File: src/hw/tetris_pkg.sv
`default_nettype none

package tetris_pkg;

  ////////////////////////////////////////////////////////////
  // board geometry and cell types
  ////////////////////////////////////////////////////////////
  localparam int board_rows = 21;  // row 0 at the top
  localparam int board_cols = 10;  // col 0 at the left

  typedef logic [2:0]              color_t;     // 0 = empty
  typedef logic [4:0]              row_addr_t;
  typedef logic signed [4:0]       col_t;       // may step past the left wall
  typedef logic [3*board_cols-1:0] row_t;       // cell c at bits 3c+2:3c
  typedef logic [1:0]              rot_t;       // clockwise quarter turns

  // piece code doubles as its colour
  typedef enum logic [2:0] {
    PC_I = 3'd1, PC_O, PC_T, PC_S, PC_Z, PC_J, PC_L
  } piece_t;

  typedef enum logic [2:0] {
    SPAWN, LEFT, RIGHT, ROT_R, ROT_L, DOWN, HARD_DROP
  } cmd_op_t;

  typedef struct packed {
    cmd_op_t op;
    piece_t  piece;   // SPAWN only
  } cmd_t;

  ////////////////////////////////////////////////////////////
  // board bus
  ////////////////////////////////////////////////////////////
  typedef struct packed {
    logic      req;
    logic      lock;   // keep the grant across accesses
    logic      we;
    row_addr_t addr;
    row_t      wdata;
  } bus_req_t;

  typedef struct packed {
    logic gnt;
    logic rvalid;  // one cycle after a granted read
    row_t rdata;
  } bus_rsp_t;

  typedef enum logic [2:0] {
    IDLE, FETCH, CHECK, COMMIT, LOCK, WAIT_CLEAR, OVER
  } fsm_state_t;

  // 4x4 occupancy, row-major, frame cell (y,x) at bit 15-4y-x
  function automatic logic [15:0] piece_mask(piece_t p, rot_t r);
    logic [15:0] m;
    logic [15:0] t;
    int          n;   // side of the box the shape turns in
    n = 3;
    case (p)
      PC_I: begin
        m = 16'b1111_0000_0000_0000;
        n = 4;
      end
      PC_O: begin
        m = 16'b1100_1100_0000_0000;
        n = 2;
      end
      PC_T: m = 16'b1110_0100_0000_0000;  // flat edge on top
      PC_S: m = 16'b0110_1100_0000_0000;
      PC_Z: m = 16'b1100_0110_0000_0000;
      PC_J: m = 16'b1000_1110_0000_0000;
      PC_L: m = 16'b0010_1110_0000_0000;
      default: m = '0;
    endcase
    // one clockwise turn per step: new(y,x) = old(n-1-x, y)
    for (int k = 0; k < 3; k++) begin
      if (k < int'(r)) begin
        t = '0;
        for (int y = 0; y < 4; y++) begin
          for (int x = 0; x < 4; x++) begin
            if (y < n && x < n) t[15-4*y-x] = m[15-4*(n-1-x)-y];
          end
        end
        m = t;
      end
    end
    return m;
  endfunction

endpackage

`default_nettype wire

File: src/hw/board_arbiter.sv
`timescale 1ns/100ps
`default_nettype none

module board_arbiter import tetris_pkg::*; (
  input  logic      clk,
  input  logic      rst,
  input  logic      init_done,
  input  bus_req_t  fsm_req,
  input  bus_req_t  clr_req,
  input  bus_req_t  scan_req,
  output bus_rsp_t  fsm_rsp,
  output bus_rsp_t  clr_rsp,
  output bus_rsp_t  scan_rsp,
  output logic      mem_we,
  output row_addr_t mem_addr,
  output row_t      mem_wdata,
  input  row_t      mem_rdata
);

  // one-hot vectors: bit 0 line clear, bit 1 controller, bit 2 scanout
  logic [2:0] gnt;
  logic [2:0] owner;     // locked holder, zero when free
  logic [2:0] rd_owner;  // who read in the last cycle
  bus_req_t   sel;       // request of the granted peer

  ////////////////////////////////////////////////////////////
  // grant
  ////////////////////////////////////////////////////////////
  always_comb begin
    gnt = '0;
    if (init_done) begin
      if (|owner) gnt = owner;               // held even with req low
      else if (clr_req.req) gnt = 3'b001;
      else if (fsm_req.req) gnt = 3'b010;
      else if (scan_req.req) gnt = 3'b100;
    end
  end

  always_comb begin
    case (gnt)
      3'b001:  sel = clr_req;
      3'b010:  sel = fsm_req;
      3'b100:  sel = scan_req;
      default: sel = '0;
    endcase
  end

  assign mem_we    = sel.req & sel.we;  // a locked owner may idle a cycle
  assign mem_addr  = sel.addr;
  assign mem_wdata = sel.wdata;

  ////////////////////////////////////////////////////////////
  // lock owner and read return
  ////////////////////////////////////////////////////////////
  always_ff @(posedge clk, posedge rst) begin
    if (rst) begin
      owner    <= '0;
      rd_owner <= '0;
    end else begin
      owner    <= sel.lock ? gnt : '0;
      rd_owner <= (sel.req && !sel.we) ? gnt : '0;
    end
  end

  assign clr_rsp  = '{gnt: gnt[0], rvalid: rd_owner[0], rdata: mem_rdata};
  assign fsm_rsp  = '{gnt: gnt[1], rvalid: rd_owner[1], rdata: mem_rdata};
  assign scan_rsp = '{gnt: gnt[2], rvalid: rd_owner[2], rdata: mem_rdata};

endmodule

`default_nettype wire

File: src/hw/board_mem.sv
`timescale 1ns/100ps
`default_nettype none

module board_mem import tetris_pkg::*; (
  input  logic      clk,
  input  logic      rst,
  input  logic      we,
  input  row_addr_t addr,
  input  row_t      wdata,
  output row_t      rdata,
  output logic      init_done
);

  row_t      mem [board_rows];
  row_addr_t sweep_addr;   // row being zeroed after reset

  // zero sweep, one row per cycle
  always_ff @(posedge clk, posedge rst) begin
    if (rst) begin
      sweep_addr <= '0;
      init_done  <= 1'b0;
    end else if (!init_done) begin
      if (sweep_addr == row_addr_t'(board_rows - 1)) init_done <= 1'b1;
      sweep_addr <= sweep_addr + 1'b1;
    end
  end

  // storage and registered read
  always_ff @(posedge clk) begin
    if (!init_done) begin
      mem[sweep_addr] <= '0;
    end else if (we && addr < board_rows) begin
      mem[addr] <= wdata;
    end
    rdata <= (addr < board_rows) ? mem[addr] : '0;  // rows past 20 read empty
  end

endmodule

`default_nettype wire

File: src/hw/line_clear.sv
`timescale 1ns/100ps
`default_nettype none

module line_clear import tetris_pkg::*; (
  input  logic        clk,
  input  logic        rst,
  input  logic        clear_start,
  output logic        clear_done,
  output logic [2:0]  n_cleared,
  output logic [15:0] lines,
  output bus_req_t    bus_req,
  input  bus_rsp_t    bus_rsp
);

  typedef enum logic [2:0] {
    CL_IDLE, CL_READ, CL_WAIT, CL_WRITE, CL_FILL, CL_DONE
  } clr_state_t;

  clr_state_t state;
  clr_state_t walk_next;
  row_addr_t  rd_ptr;    // row being examined, walks up
  row_addr_t  wr_ptr;    // next row to keep into, all ones once past row 0
  row_t       row_buf;
  logic [2:0] n_cnt;
  logic       full;

  always_comb begin
    full = 1'b1;
    for (int c = 0; c < board_cols; c++) begin
      if (bus_rsp.rdata[3*c +: 3] == '0) full = 1'b0;
    end
  end

  assign walk_next  = (rd_ptr == '0) ? CL_FILL : CL_READ;
  assign clear_done = (state == CL_DONE);
  assign n_cleared  = n_cnt;

  ////////////////////////////////////////////////////////////
  // bus, locked for the whole pass
  ////////////////////////////////////////////////////////////
  always_comb begin
    bus_req      = '0;
    bus_req.lock = (state != CL_IDLE) && (state != CL_DONE);
    case (state)
      CL_READ: begin
        bus_req.req  = 1'b1;
        bus_req.addr = rd_ptr;
      end
      CL_WRITE: begin
        bus_req.req   = 1'b1;
        bus_req.we    = 1'b1;
        bus_req.addr  = wr_ptr;
        bus_req.wdata = row_buf;
      end
      CL_FILL: begin
        bus_req.req  = (wr_ptr != '1);  // zeros into the top rows
        bus_req.we   = 1'b1;
        bus_req.addr = wr_ptr;
      end
      default: bus_req.req = 1'b0;
    endcase
  end

  always_ff @(posedge clk, posedge rst) begin
    if (rst) begin
      state   <= CL_IDLE;
      rd_ptr  <= '0;
      wr_ptr  <= '0;
      row_buf <= '0;
      n_cnt   <= '0;
      lines   <= '0;
    end else begin
      case (state)
        CL_IDLE: begin
          if (clear_start) begin
            rd_ptr <= row_addr_t'(board_rows - 1);  // bottom row first
            wr_ptr <= row_addr_t'(board_rows - 1);
            n_cnt  <= '0;
            state  <= CL_READ;
          end
        end
        CL_READ: if (bus_rsp.gnt) state <= CL_WAIT;
        CL_WAIT: begin
          if (bus_rsp.rvalid) begin
            row_buf <= bus_rsp.rdata;
            if (full) begin
              n_cnt  <= n_cnt + 1'b1;  // dropped, wr_ptr stays
              rd_ptr <= rd_ptr - 1'b1;
              state  <= walk_next;
            end else if (wr_ptr == rd_ptr) begin
              wr_ptr <= wr_ptr - 1'b1;  // already in place
              rd_ptr <= rd_ptr - 1'b1;
              state  <= walk_next;
            end else begin
              state <= CL_WRITE;
            end
          end
        end
        CL_WRITE: begin
          if (bus_rsp.gnt) begin
            wr_ptr <= wr_ptr - 1'b1;
            rd_ptr <= rd_ptr - 1'b1;
            state  <= walk_next;
          end
        end
        CL_FILL: begin
          if (wr_ptr == '1) state <= CL_DONE;
          else if (bus_rsp.gnt) wr_ptr <= wr_ptr - 1'b1;
        end
        CL_DONE: begin
          lines <= lines + 16'(n_cnt);
          state <= CL_IDLE;
        end
        default: state <= CL_IDLE;
      endcase
    end
  end

endmodule

`default_nettype wire

File: src/hw/row_scanout.sv
`timescale 1ns/100ps
`default_nettype none

module row_scanout import tetris_pkg::*; (
  input  logic      clk,
  input  logic      rst,
  input  logic      frame_req,
  output logic      row_valid,
  input  logic      row_ready,
  output row_t      row_data,
  output row_addr_t row_addr,
  output bus_req_t  bus_req,
  input  bus_rsp_t  bus_rsp
);

  typedef enum logic [1:0] {SC_IDLE, SC_READ, SC_WAIT, SC_SHOW} scan_state_t;

  scan_state_t state;

  assign row_valid = (state == SC_SHOW);

  // plain reads, no lock, lowest priority
  always_comb begin
    bus_req      = '0;
    bus_req.req  = (state == SC_READ);
    bus_req.addr = row_addr;
  end

  always_ff @(posedge clk, posedge rst) begin
    if (rst) begin
      state    <= SC_IDLE;
      row_addr <= '0;
    end else begin
      case (state)
        SC_IDLE: begin
          if (frame_req) begin
            row_addr <= '0;
            state    <= SC_READ;
          end
        end
        SC_READ: if (bus_rsp.gnt) state <= SC_WAIT;  // retries when preempted
        SC_WAIT: if (bus_rsp.rvalid) state <= SC_SHOW;
        SC_SHOW: begin
          if (row_ready) begin
            if (row_addr == row_addr_t'(board_rows - 1)) begin
              state <= SC_IDLE;
            end else begin
              row_addr <= row_addr + 1'b1;
              state    <= SC_READ;
            end
          end
        end
        default: state <= SC_IDLE;
      endcase
    end
  end

  // captured row, held through back-pressure
  always_ff @(posedge clk) begin
    if (state == SC_WAIT && bus_rsp.rvalid) row_data <= bus_rsp.rdata;
  end

endmodule

`default_nettype wire

File: src/hw/tetris_fsm.sv
`timescale 1ns/100ps
`default_nettype none

module tetris_fsm import tetris_pkg::*; (
  input  logic     clk,
  input  logic     rst,
  input  logic     cmd_valid,
  input  cmd_t     cmd,
  output logic     cmd_ready,
  output logic     game_over,
  output bus_req_t bus_req,
  input  bus_rsp_t bus_rsp,
  output logic     clear_start,
  input  logic     clear_done,
  input  logic     init_done
);

  fsm_state_t state;
  cmd_op_t    op;        // command in flight
  logic       active;    // a piece is falling
  logic       locking;   // second pass, merging the piece into the board
  logic [2:0] idx;       // frame row under test, 4 when all rows are done
  logic       accept;
  logic       collide;

  // active piece
  piece_t     act_piece;
  rot_t       act_rot;
  row_addr_t  act_row;
  col_t       act_col;

  // candidate position
  piece_t     cand_piece;
  rot_t       cand_rot;
  row_addr_t  cand_row;
  col_t       cand_col;

  logic [15:0]           cand_mask;
  logic [3:0]            mrow;        // bit 3 = frame column 0
  row_addr_t             cell_row;
  col_t                  cx;
  logic [board_cols-1:0] prow;        // board columns hit in this row
  logic [board_cols-1:0] occ;
  logic                  oob;
  logic                  off_bottom;
  logic                  hit;
  logic                  fetch_go;
  row_t                  merged;
  row_t                  row_buf;     // row to write back while locking

  assign cmd_ready = init_done && (state == IDLE || state == OVER);
  assign accept    = cmd_valid && cmd_ready;
  assign game_over = (state == OVER);

  ////////////////////////////////////////////////////////////
  // candidate geometry for the current frame row
  ////////////////////////////////////////////////////////////
  assign cand_mask  = piece_mask(cand_piece, cand_rot);
  assign mrow       = cand_mask[15-4*idx[1:0] -: 4];
  assign cell_row   = cand_row + row_addr_t'(idx[1:0]);
  assign off_bottom = cell_row > row_addr_t'(board_rows - 1);

  always_comb begin
    prow = '0;
    oob  = 1'b0;
    cx   = cand_col;
    for (int dx = 0; dx < 4; dx++) begin
      cx = cand_col + col_t'(dx);
      if (mrow[3-dx]) begin
        if (cx < 0 || cx > col_t'(board_cols - 1)) oob = 1'b1;  // past a wall
        else prow[cx[3:0]] = 1'b1;
      end
    end
  end

  // occupancy of the returned row, and the row with the piece painted in
  always_comb begin
    merged = bus_rsp.rdata;
    for (int c = 0; c < board_cols; c++) begin
      occ[c] = |bus_rsp.rdata[3*c +: 3];
      if (prow[c]) merged[3*c +: 3] = color_t'(cand_piece);
    end
  end

  assign hit      = |(occ & prow);
  assign fetch_go = !idx[2] && mrow != 4'd0 && !oob && !off_bottom;

  // no collisions while locking, the current spot is known to be free
  assign collide = !locking &&
                   ((state == FETCH && !idx[2] && mrow != 4'd0 && (oob || off_bottom)) ||
                    (state == CHECK && bus_rsp.rvalid && hit));

  ////////////////////////////////////////////////////////////
  // board bus, lock held over a whole check or lock pass
  ////////////////////////////////////////////////////////////
  always_comb begin
    bus_req       = '0;
    bus_req.addr  = cell_row;
    bus_req.wdata = row_buf;
    case (state)
      FETCH: begin
        bus_req.lock = 1'b1;
        bus_req.req  = fetch_go;
      end
      CHECK: bus_req.lock = 1'b1;  // waiting for rvalid
      COMMIT: begin
        bus_req.lock = 1'b1;
        bus_req.req  = 1'b1;
        bus_req.we   = 1'b1;
      end
      default: bus_req.lock = 1'b0;
    endcase
  end

  ////////////////////////////////////////////////////////////
  // controller
  ////////////////////////////////////////////////////////////
  always_ff @(posedge clk, posedge rst) begin
    if (rst) begin
      state       <= IDLE;
      op          <= SPAWN;
      active      <= 1'b0;
      locking     <= 1'b0;
      idx         <= '0;
      clear_start <= 1'b0;
      act_piece   <= PC_I;
      act_rot     <= '0;
      act_row     <= '0;
      act_col     <= '0;
      cand_piece  <= PC_I;
      cand_rot    <= '0;
      cand_row    <= '0;
      cand_col    <= '0;
      row_buf     <= '0;
    end else begin
      clear_start <= 1'b0;
      if (collide) begin
        case (op)
          SPAWN:           state <= OVER;
          DOWN, HARD_DROP: state <= LOCK;  // blocked step locks the piece
          default:         state <= IDLE;  // blocked move is dropped
        endcase
      end else begin
        case (state)
          IDLE: begin
            if (accept && (cmd.op == SPAWN || active)) begin
              op         <= cmd.op;
              idx        <= '0;
              cand_piece <= act_piece;
              cand_rot   <= act_rot;
              cand_row   <= act_row;
              cand_col   <= act_col;
              case (cmd.op)
                SPAWN: begin
                  cand_piece <= cmd.piece;
                  cand_rot   <= '0;
                  cand_row   <= '0;
                  cand_col   <= col_t'(3);
                end
                LEFT:    cand_col <= act_col - col_t'(1);
                RIGHT:   cand_col <= act_col + col_t'(1);
                ROT_R:   cand_rot <= act_rot + 1'b1;
                ROT_L:   cand_rot <= act_rot - 1'b1;
                default: cand_row <= act_row + 1'b1;  // DOWN, HARD_DROP
              endcase
              state <= FETCH;
            end
          end
          FETCH: begin
            if (idx[2]) begin
              if (locking) begin
                locking     <= 1'b0;
                active      <= 1'b0;
                clear_start <= 1'b1;
                state       <= WAIT_CLEAR;
              end else begin
                // candidate is free, take it
                act_piece <= cand_piece;
                act_rot   <= cand_rot;
                act_row   <= cand_row;
                act_col   <= cand_col;
                active    <= 1'b1;
                if (op == HARD_DROP) begin
                  cand_row <= cand_row + 1'b1;  // try the next step down
                  idx      <= '0;
                end else begin
                  state <= IDLE;
                end
              end
            end else if (mrow == 4'd0) begin
              idx <= idx + 1'b1;  // empty frame row, nothing to read
            end else if (bus_rsp.gnt) begin
              state <= CHECK;
            end
          end
          CHECK: begin
            if (bus_rsp.rvalid) begin
              if (locking) begin
                row_buf <= merged;
                state   <= COMMIT;
              end else begin
                idx   <= idx + 1'b1;
                state <= FETCH;
              end
            end
          end
          COMMIT: begin
            if (bus_rsp.gnt) begin
              idx   <= idx + 1'b1;
              state <= FETCH;
            end
          end
          LOCK: begin
            // rerun the rows at the resting spot, writing this time
            cand_piece <= act_piece;
            cand_rot   <= act_rot;
            cand_row   <= act_row;
            cand_col   <= act_col;
            locking    <= 1'b1;
            idx        <= '0;
            state      <= FETCH;
          end
          WAIT_CLEAR: if (clear_done) state <= IDLE;
          OVER: state <= OVER;  // commands taken and ignored until reset
          default: state <= IDLE;
        endcase
      end
    end
  end

endmodule

`default_nettype wire

File: src/hw/tetris_top.sv
`timescale 1ns/100ps
`default_nettype none

module tetris_top import tetris_pkg::*; (
  input  logic        clk,
  input  logic        rst,
  input  logic        cmd_valid,
  input  cmd_t        cmd,
  output logic        cmd_ready,
  output logic        game_over,
  output logic [15:0] lines,
  input  logic        frame_req,
  output logic        row_valid,
  input  logic        row_ready,
  output row_t        row_data,
  output row_addr_t   row_addr
);

  ////////////////////////////////////////////////////////////
  // memory side
  ////////////////////////////////////////////////////////////
  logic      mem_we;
  row_addr_t mem_addr;
  row_t      mem_wdata;
  row_t      mem_rdata;
  logic      init_done;  // zero sweep finished

  // one bus per peer
  bus_req_t  fsm_req, clr_req, scan_req;
  bus_rsp_t  fsm_rsp, clr_rsp, scan_rsp;

  logic      clear_start;
  logic      clear_done;

  board_mem board_mem_i (
    .clk       (clk),
    .rst       (rst),
    .we        (mem_we),
    .addr      (mem_addr),
    .wdata     (mem_wdata),
    .rdata     (mem_rdata),
    .init_done (init_done)
  );

  board_arbiter board_arbiter_i (
    .clk       (clk),
    .rst       (rst),
    .init_done (init_done),
    .fsm_req   (fsm_req),
    .clr_req   (clr_req),
    .scan_req  (scan_req),
    .fsm_rsp   (fsm_rsp),
    .clr_rsp   (clr_rsp),
    .scan_rsp  (scan_rsp),
    .mem_we    (mem_we),
    .mem_addr  (mem_addr),
    .mem_wdata (mem_wdata),
    .mem_rdata (mem_rdata)
  );

  ////////////////////////////////////////////////////////////
  // peers
  ////////////////////////////////////////////////////////////
  tetris_fsm tetris_fsm_i (
    .clk         (clk),
    .rst         (rst),
    .cmd_valid   (cmd_valid),
    .cmd         (cmd),
    .cmd_ready   (cmd_ready),
    .game_over   (game_over),
    .bus_req     (fsm_req),
    .bus_rsp     (fsm_rsp),
    .clear_start (clear_start),
    .clear_done  (clear_done),
    .init_done   (init_done)
  );

  // per-lock count stays internal, only the total goes out
  line_clear line_clear_i (
    .clk         (clk),
    .rst         (rst),
    .clear_start (clear_start),
    .clear_done  (clear_done),
    .n_cleared   (),
    .lines       (lines),
    .bus_req     (clr_req),
    .bus_rsp     (clr_rsp)
  );

  row_scanout row_scanout_i (
    .clk       (clk),
    .rst       (rst),
    .frame_req (frame_req),
    .row_valid (row_valid),
    .row_ready (row_ready),
    .row_data  (row_data),
    .row_addr  (row_addr),
    .bus_req   (scan_req),
    .bus_rsp   (scan_rsp)
  );

endmodule

`default_nettype wire

File: config.mk
export PLATFORM = sky130hd
export DESIGN_NAME = tetris_top
export DESIGN_NICKNAME = d
export VERILOG_FILES = /design/src/hw/tetris_pkg.sv /design/src/hw/board_arbiter.sv /design/src/hw/board_mem.sv /design/src/hw/line_clear.sv /design/src/hw/row_scanout.sv /design/src/hw/tetris_fsm.sv /design/src/hw/tetris_top.sv
export SDC_FILE = /design/constraint.sdc
export NUM_CORES = 1
export LEC_CHECK = 0
export ABC_CLOCK_PERIOD_IN_PS = 13200
export BUFFER_PORTS_ARGS = -buffer_cell sky130_fd_sc_hd__buf_2
export CORE_UTILIZATION = 40
export CTS_CLUSTER_DIAMETER = 40
export CTS_CLUSTER_SIZE = 16
export DETAILED_ROUTE_END_ITERATION = 7
export GPL_TIMING_DRIVEN = 0
export PLACE_DENSITY = 0.58
export SLEW_MARGIN = 20
export SYNTH_ARGS = -nofsm -noshare
export SYNTH_HDL_FRONTEND = slang
export SYNTH_SLANG_ARGS = --single-unit
File: constraint.sdc
create_clock -name clk -period 13.2 [get_ports clk]
set_input_delay 0 -clock clk [delete_from_list [all_inputs] [get_ports clk]]
set_output_delay 0 -clock clk [all_outputs]
set_load 0.005 [all_outputs]
==> flow_metrics.env <==
export IMPL_ioPinCount=65
export IMPL_rsz0062_at_grt="false"
export IMPL_initial_utilization_pct=40.5
export IMPL_htreeDepth=3
export IMPL_clkTransAtPathRegs_ns=0.05
export IMPL_leakage_nw=15.8
export IMPL_met2_length_um=46500
export IMPL_skew_ns=0.0394
export IMPL_wl_met3_um=5610
export IMPL_wl_um=94700
export IMPL_drc_errors=0
export IMPL_arrival_ns=7.68
export IMPL_die_width_um=304
export IMPL_grt_pass1_wl_um=143000
export IMPL_firstDrtPassIters=5
export IMPL_synth_top_area_cell="edfxtp_1"
export IMPL_cts_sinks=843
export IMPL_post_cts_setup_buffers=0
export IMPL_critPathLaunch="tetris_fsm_i.cand_piece[2]$_DFFE_PP0P_"
export IMPL_dr_first_iter_drc_count=1905
export IMPL_synth_top_family_by_area="multiplexers"
export IMPL_wl_per_cell_um=22.8
export IMPL_hold_violations=0
export IMPL_std_cell_rows=110
export IMPL_status="complete, no violations"
export IMPL_grt_max_degree=92
export IMPL_syn_to_final_growth_pct=19.5
export IMPL_ys_ff_latch=843
export IMPL_post_place_ws_ns=5.88
export IMPL_synthArstFlopShare_pct=18.1
export IMPL_drt_met1_wl_um=40200
export IMPL_min_period_ns=7.32
export IMPL_dp_hpwl_um=66700
export IMPL_powerDensity_mw_per_mm2=214
export IMPL_peakVddDrop_uv=123
export IMPL_worstSetupPathType="flop to flop"
export IMPL_cts_buffers=116
export IMPL_worst_path_buf_inv=5
export IMPL_cpPeakStageDelay_ns=0.98
export IMPL_start_kind="flop"
export IMPL_drive_gt1_share_pct=17.1
export IMPL_post_route_util_pct=48.4
export IMPL_synthCells=2653
export IMPL_p_total_w=0.00935
export IMPL_synth_xor_area_share_pct=1.15
export IMPL_synth_top_area_share_pct=54.3
export IMPL_antenna_left=0
export IMPL_clockRootBuffer="clkbuf_16"
export IMPL_crit_path_max_fanout=17
export IMPL_cpMaxStageDelayCell="a222oi_1"
export IMPL_die_h_um=304
export IMPL_finalSetupViolations=0
export IMPL_globalplace_congestion=0.911
export IMPL_ys_seq_area_share_pct=66.4
export IMPL_grt_pass1_vias=23300
export IMPL_synth_area_mm2=0.0365
export IMPL_yosysWarningCount=0
export IMPL_final_nets=2936
export IMPL_core_area_mm2=0.0901
export IMPL_synth_compound_area_share_pct=10.1
export IMPL_yosysMostFrequentCell="edfxtp_1"
export IMPL_synthMuxAreaShare_pct=11.4
export IMPL_crit_top_cell="buf_2"
export IMPL_synth_edf_count=660
export IMPL_r2r_start="tetris_fsm_i.cand_piece[2]$_DFFE_PP0P_"
export IMPL_grt_overflow=0
export IMPL_end_kind="flop"
export IMPL_setup_ws_ns=5.88
export IMPL_worst_r2r_path_depth=19
export IMPL_avgViaCountPerCell=5.60
export IMPL_synth_simple_area_share_pct=6.98
export IMPL_hp_class="input port to flop"
export IMPL_cts_buffer_depth=3
export IMPL_required_ns=13.56
export IMPL_worstHoldStart="cmd[0]"
export IMPL_grt_total_usage_pct=20.2
export IMPL_antenna_found_initial=0
export IMPL_route_top_layer_used="met4"
export IMPL_synth_fa_ha_area_share_pct=1.50
export IMPL_post_route_period_util_pct=55.4
export IMPL_yosysUniqueCellTypes=89
export IMPL_synth_common_cells="edfxtp_1, mux2i_1, nand2_1"
export IMPL_cts_tree="built"
export IMPL_path_cells="buf_2, inv_2, ha_1, nor2_1, nor4_1, a2111oi_1, o21ai_0, a211oi_2, nand2_1, mux2_2, clkbuf_1, a21boi_1, a222oi_1, and2_1, o21bai_1, buf_2, o31a_1, nor2_4, buf_16"
export IMPL_crit_cells=19
export IMPL_synthFlopType="edfxtp_1"
export IMPL_critPathTopFamily="compound AO/OA/AOI/OAI gates"
export IMPL_synth_area_top_cells="edfxtp_1, dfrtp_1, mux2i_1"
export IMPL_synth_nets=2706
export IMPL_num_antenna_cells=0
export IMPL_whs_path_depth=4
export IMPL_maxSlewViolCount=0
export IMPL_tightestPinTransition_ns=1.19
export IMPL_fin_setup_tns_ns=0
export IMPL_die_area_mm2=0.0925
export IMPL_io_buffers=63
export IMPL_synth_avg_cell_area_um2=13.8
export IMPL_vias=23300
export IMPL_clk_latency_ns=0.71
export IMPL_timing_fmax_mhz=137
export IMPL_max_cap_violations=0
export IMPL_max_slew_margin_rel_pct=20.8
-- final timing paths --
| path | endpoint | slack [ns] |
|---|---|---|
| max | board_mem_i.mem[7][20]$_DFFE_PP_ | 5.88 |
| min | tetris_fsm_i.cand_piece[0]$_DFFE_PP1P_ | 0.18 |
| max reg2reg | board_mem_i.mem[7][20]$_DFFE_PP_ | 5.88 |
| min reg2reg | line_clear_i.lines[15]$_DFFE_PP0N_ | 0.47 |
| max in group asynchronous | tetris_fsm_i.row_buf[3]$_DFFE_PP0P_ | 11.83 |
| min in group asynchronous | row_scanout_i.row_addr[0]$_DFFE_PP0P_ | 0.58 |
-- logic make-up after synthesis --
group	after synthesis
AO/OA/AOI/OAI	541
XOR/XNOR	48
adder cells (fa/ha/maj)	42
buffers and inverters	212
flip-flops	843
multiplexers	410
other	1
AND/OR/NAND/NOR	556
-- final cells by class --
| type | count | area [um2] |
|---|---|---|
| timing repair buffer | 112 | 1130 |
| tap | 1176 | 1470 |
| fill | 7663 | 46500 |
| multi-input combinational | 1598 | 11600 |
| inverter | 48 | 188 |
| clock inverter | 101 | 1310 |
| clock buffer | 120 | 2940 |
| sequential | 843 | 24300 |
| buffer | 164 | 691 |
-- layer usage --
layer / global-route usage (%) / vias to the layer above
met3: 3.56 / 165
li1: - / 10700
met2: 34.3 / 730
met5: 0 / -
met1: 26.3 / 11700
met4: 6.48 / 0
-- sequential cells by signal (all words and copies together), names as in the netlist, 3 cells and up --
| signal | cells |
|---|---|
| tetris_fsm_i.cand_row | 5 |
| line_clear_i.state | 3 |
| board_mem_i.rdata | 30 |
| row_scanout_i.row_addr | 5 |
| tetris_fsm_i.row_buf | 30 |
| board_mem_i.mem | 630 |
| tetris_fsm_i.op | 3 |
| tetris_fsm_i.cand_piece | 3 |
| board_mem_i.sweep_addr | 5 |
| line_clear_i.lines | 16 |
| tetris_fsm_i.act_piece | 3 |
| tetris_fsm_i.act_col | 5 |
| line_clear_i.n_cleared | 3 |
| row_scanout_i.row_data | 30 |
| line_clear_i.wr_ptr | 5 |
| tetris_fsm_i.act_row | 5 |
| tetris_fsm_i.state | 3 |
| board_arbiter_i.rd_owner | 3 |
| line_clear_i.rd_ptr | 5 |
| line_clear_i.row_buf | 30 |
| tetris_fsm_i.idx | 3 |
| tetris_fsm_i.cand_col | 5 |
| board_arbiter_i.owner | 3 |
-- power by group --
part           switching [W]  internal (W)
combinational        0.00195      0.000946
clock                0.00131       0.00200
sequential          0.000145       0.00300
total                0.00340       0.00594
-- what timing repair did --
action | 4_1_cts | 5_1_grt
resized for setup | 0 | 0
hold buffers | 13 | 0
hold endpoints to repair | 170 | 0
endpoints found under the setup margin | 0 | 0
-- stage by stage --
step	instance area [um2]	instances	hold slack (ns)
2_1_floorplan	36500	2653	0.152
3_3_place_gp	38300	3892	0.341
3_5_place_dp	39200	3924	0.163
4_1_cts	43600	4158	0.146
5_1_grt	43600	4162	0.175
6_report	43600	4162	0.179
-- placed cells by master, fill, tap and decap left out, drive strengths merged, types with 16 or more instances in the layout --
cell and instances:
a211oi 46, a21oi 102, a221oi 39, a22oi 37, a32oi 37, buf 161
bufinv 16, clkbuf 222, clkinv 36, dfrtp 151, dfxtp 30, edfxtp 660
ha 39, inv 82, mux2 59, mux2i 351, nand2 222, nand3 29
nor2 148, nor2b 20, nor3 38, o21ai 107, o22ai 69, xnor2 29
xor2 19
-- worst min-delay path, cell delays in order --
cell and delay [ns]:
dlygate4sd3_1 0.53, buf_2 0.12, mux2i_1 0.12, a21oi_1 0.09
No activity file was read; power rests on OpenSTA's default activity.
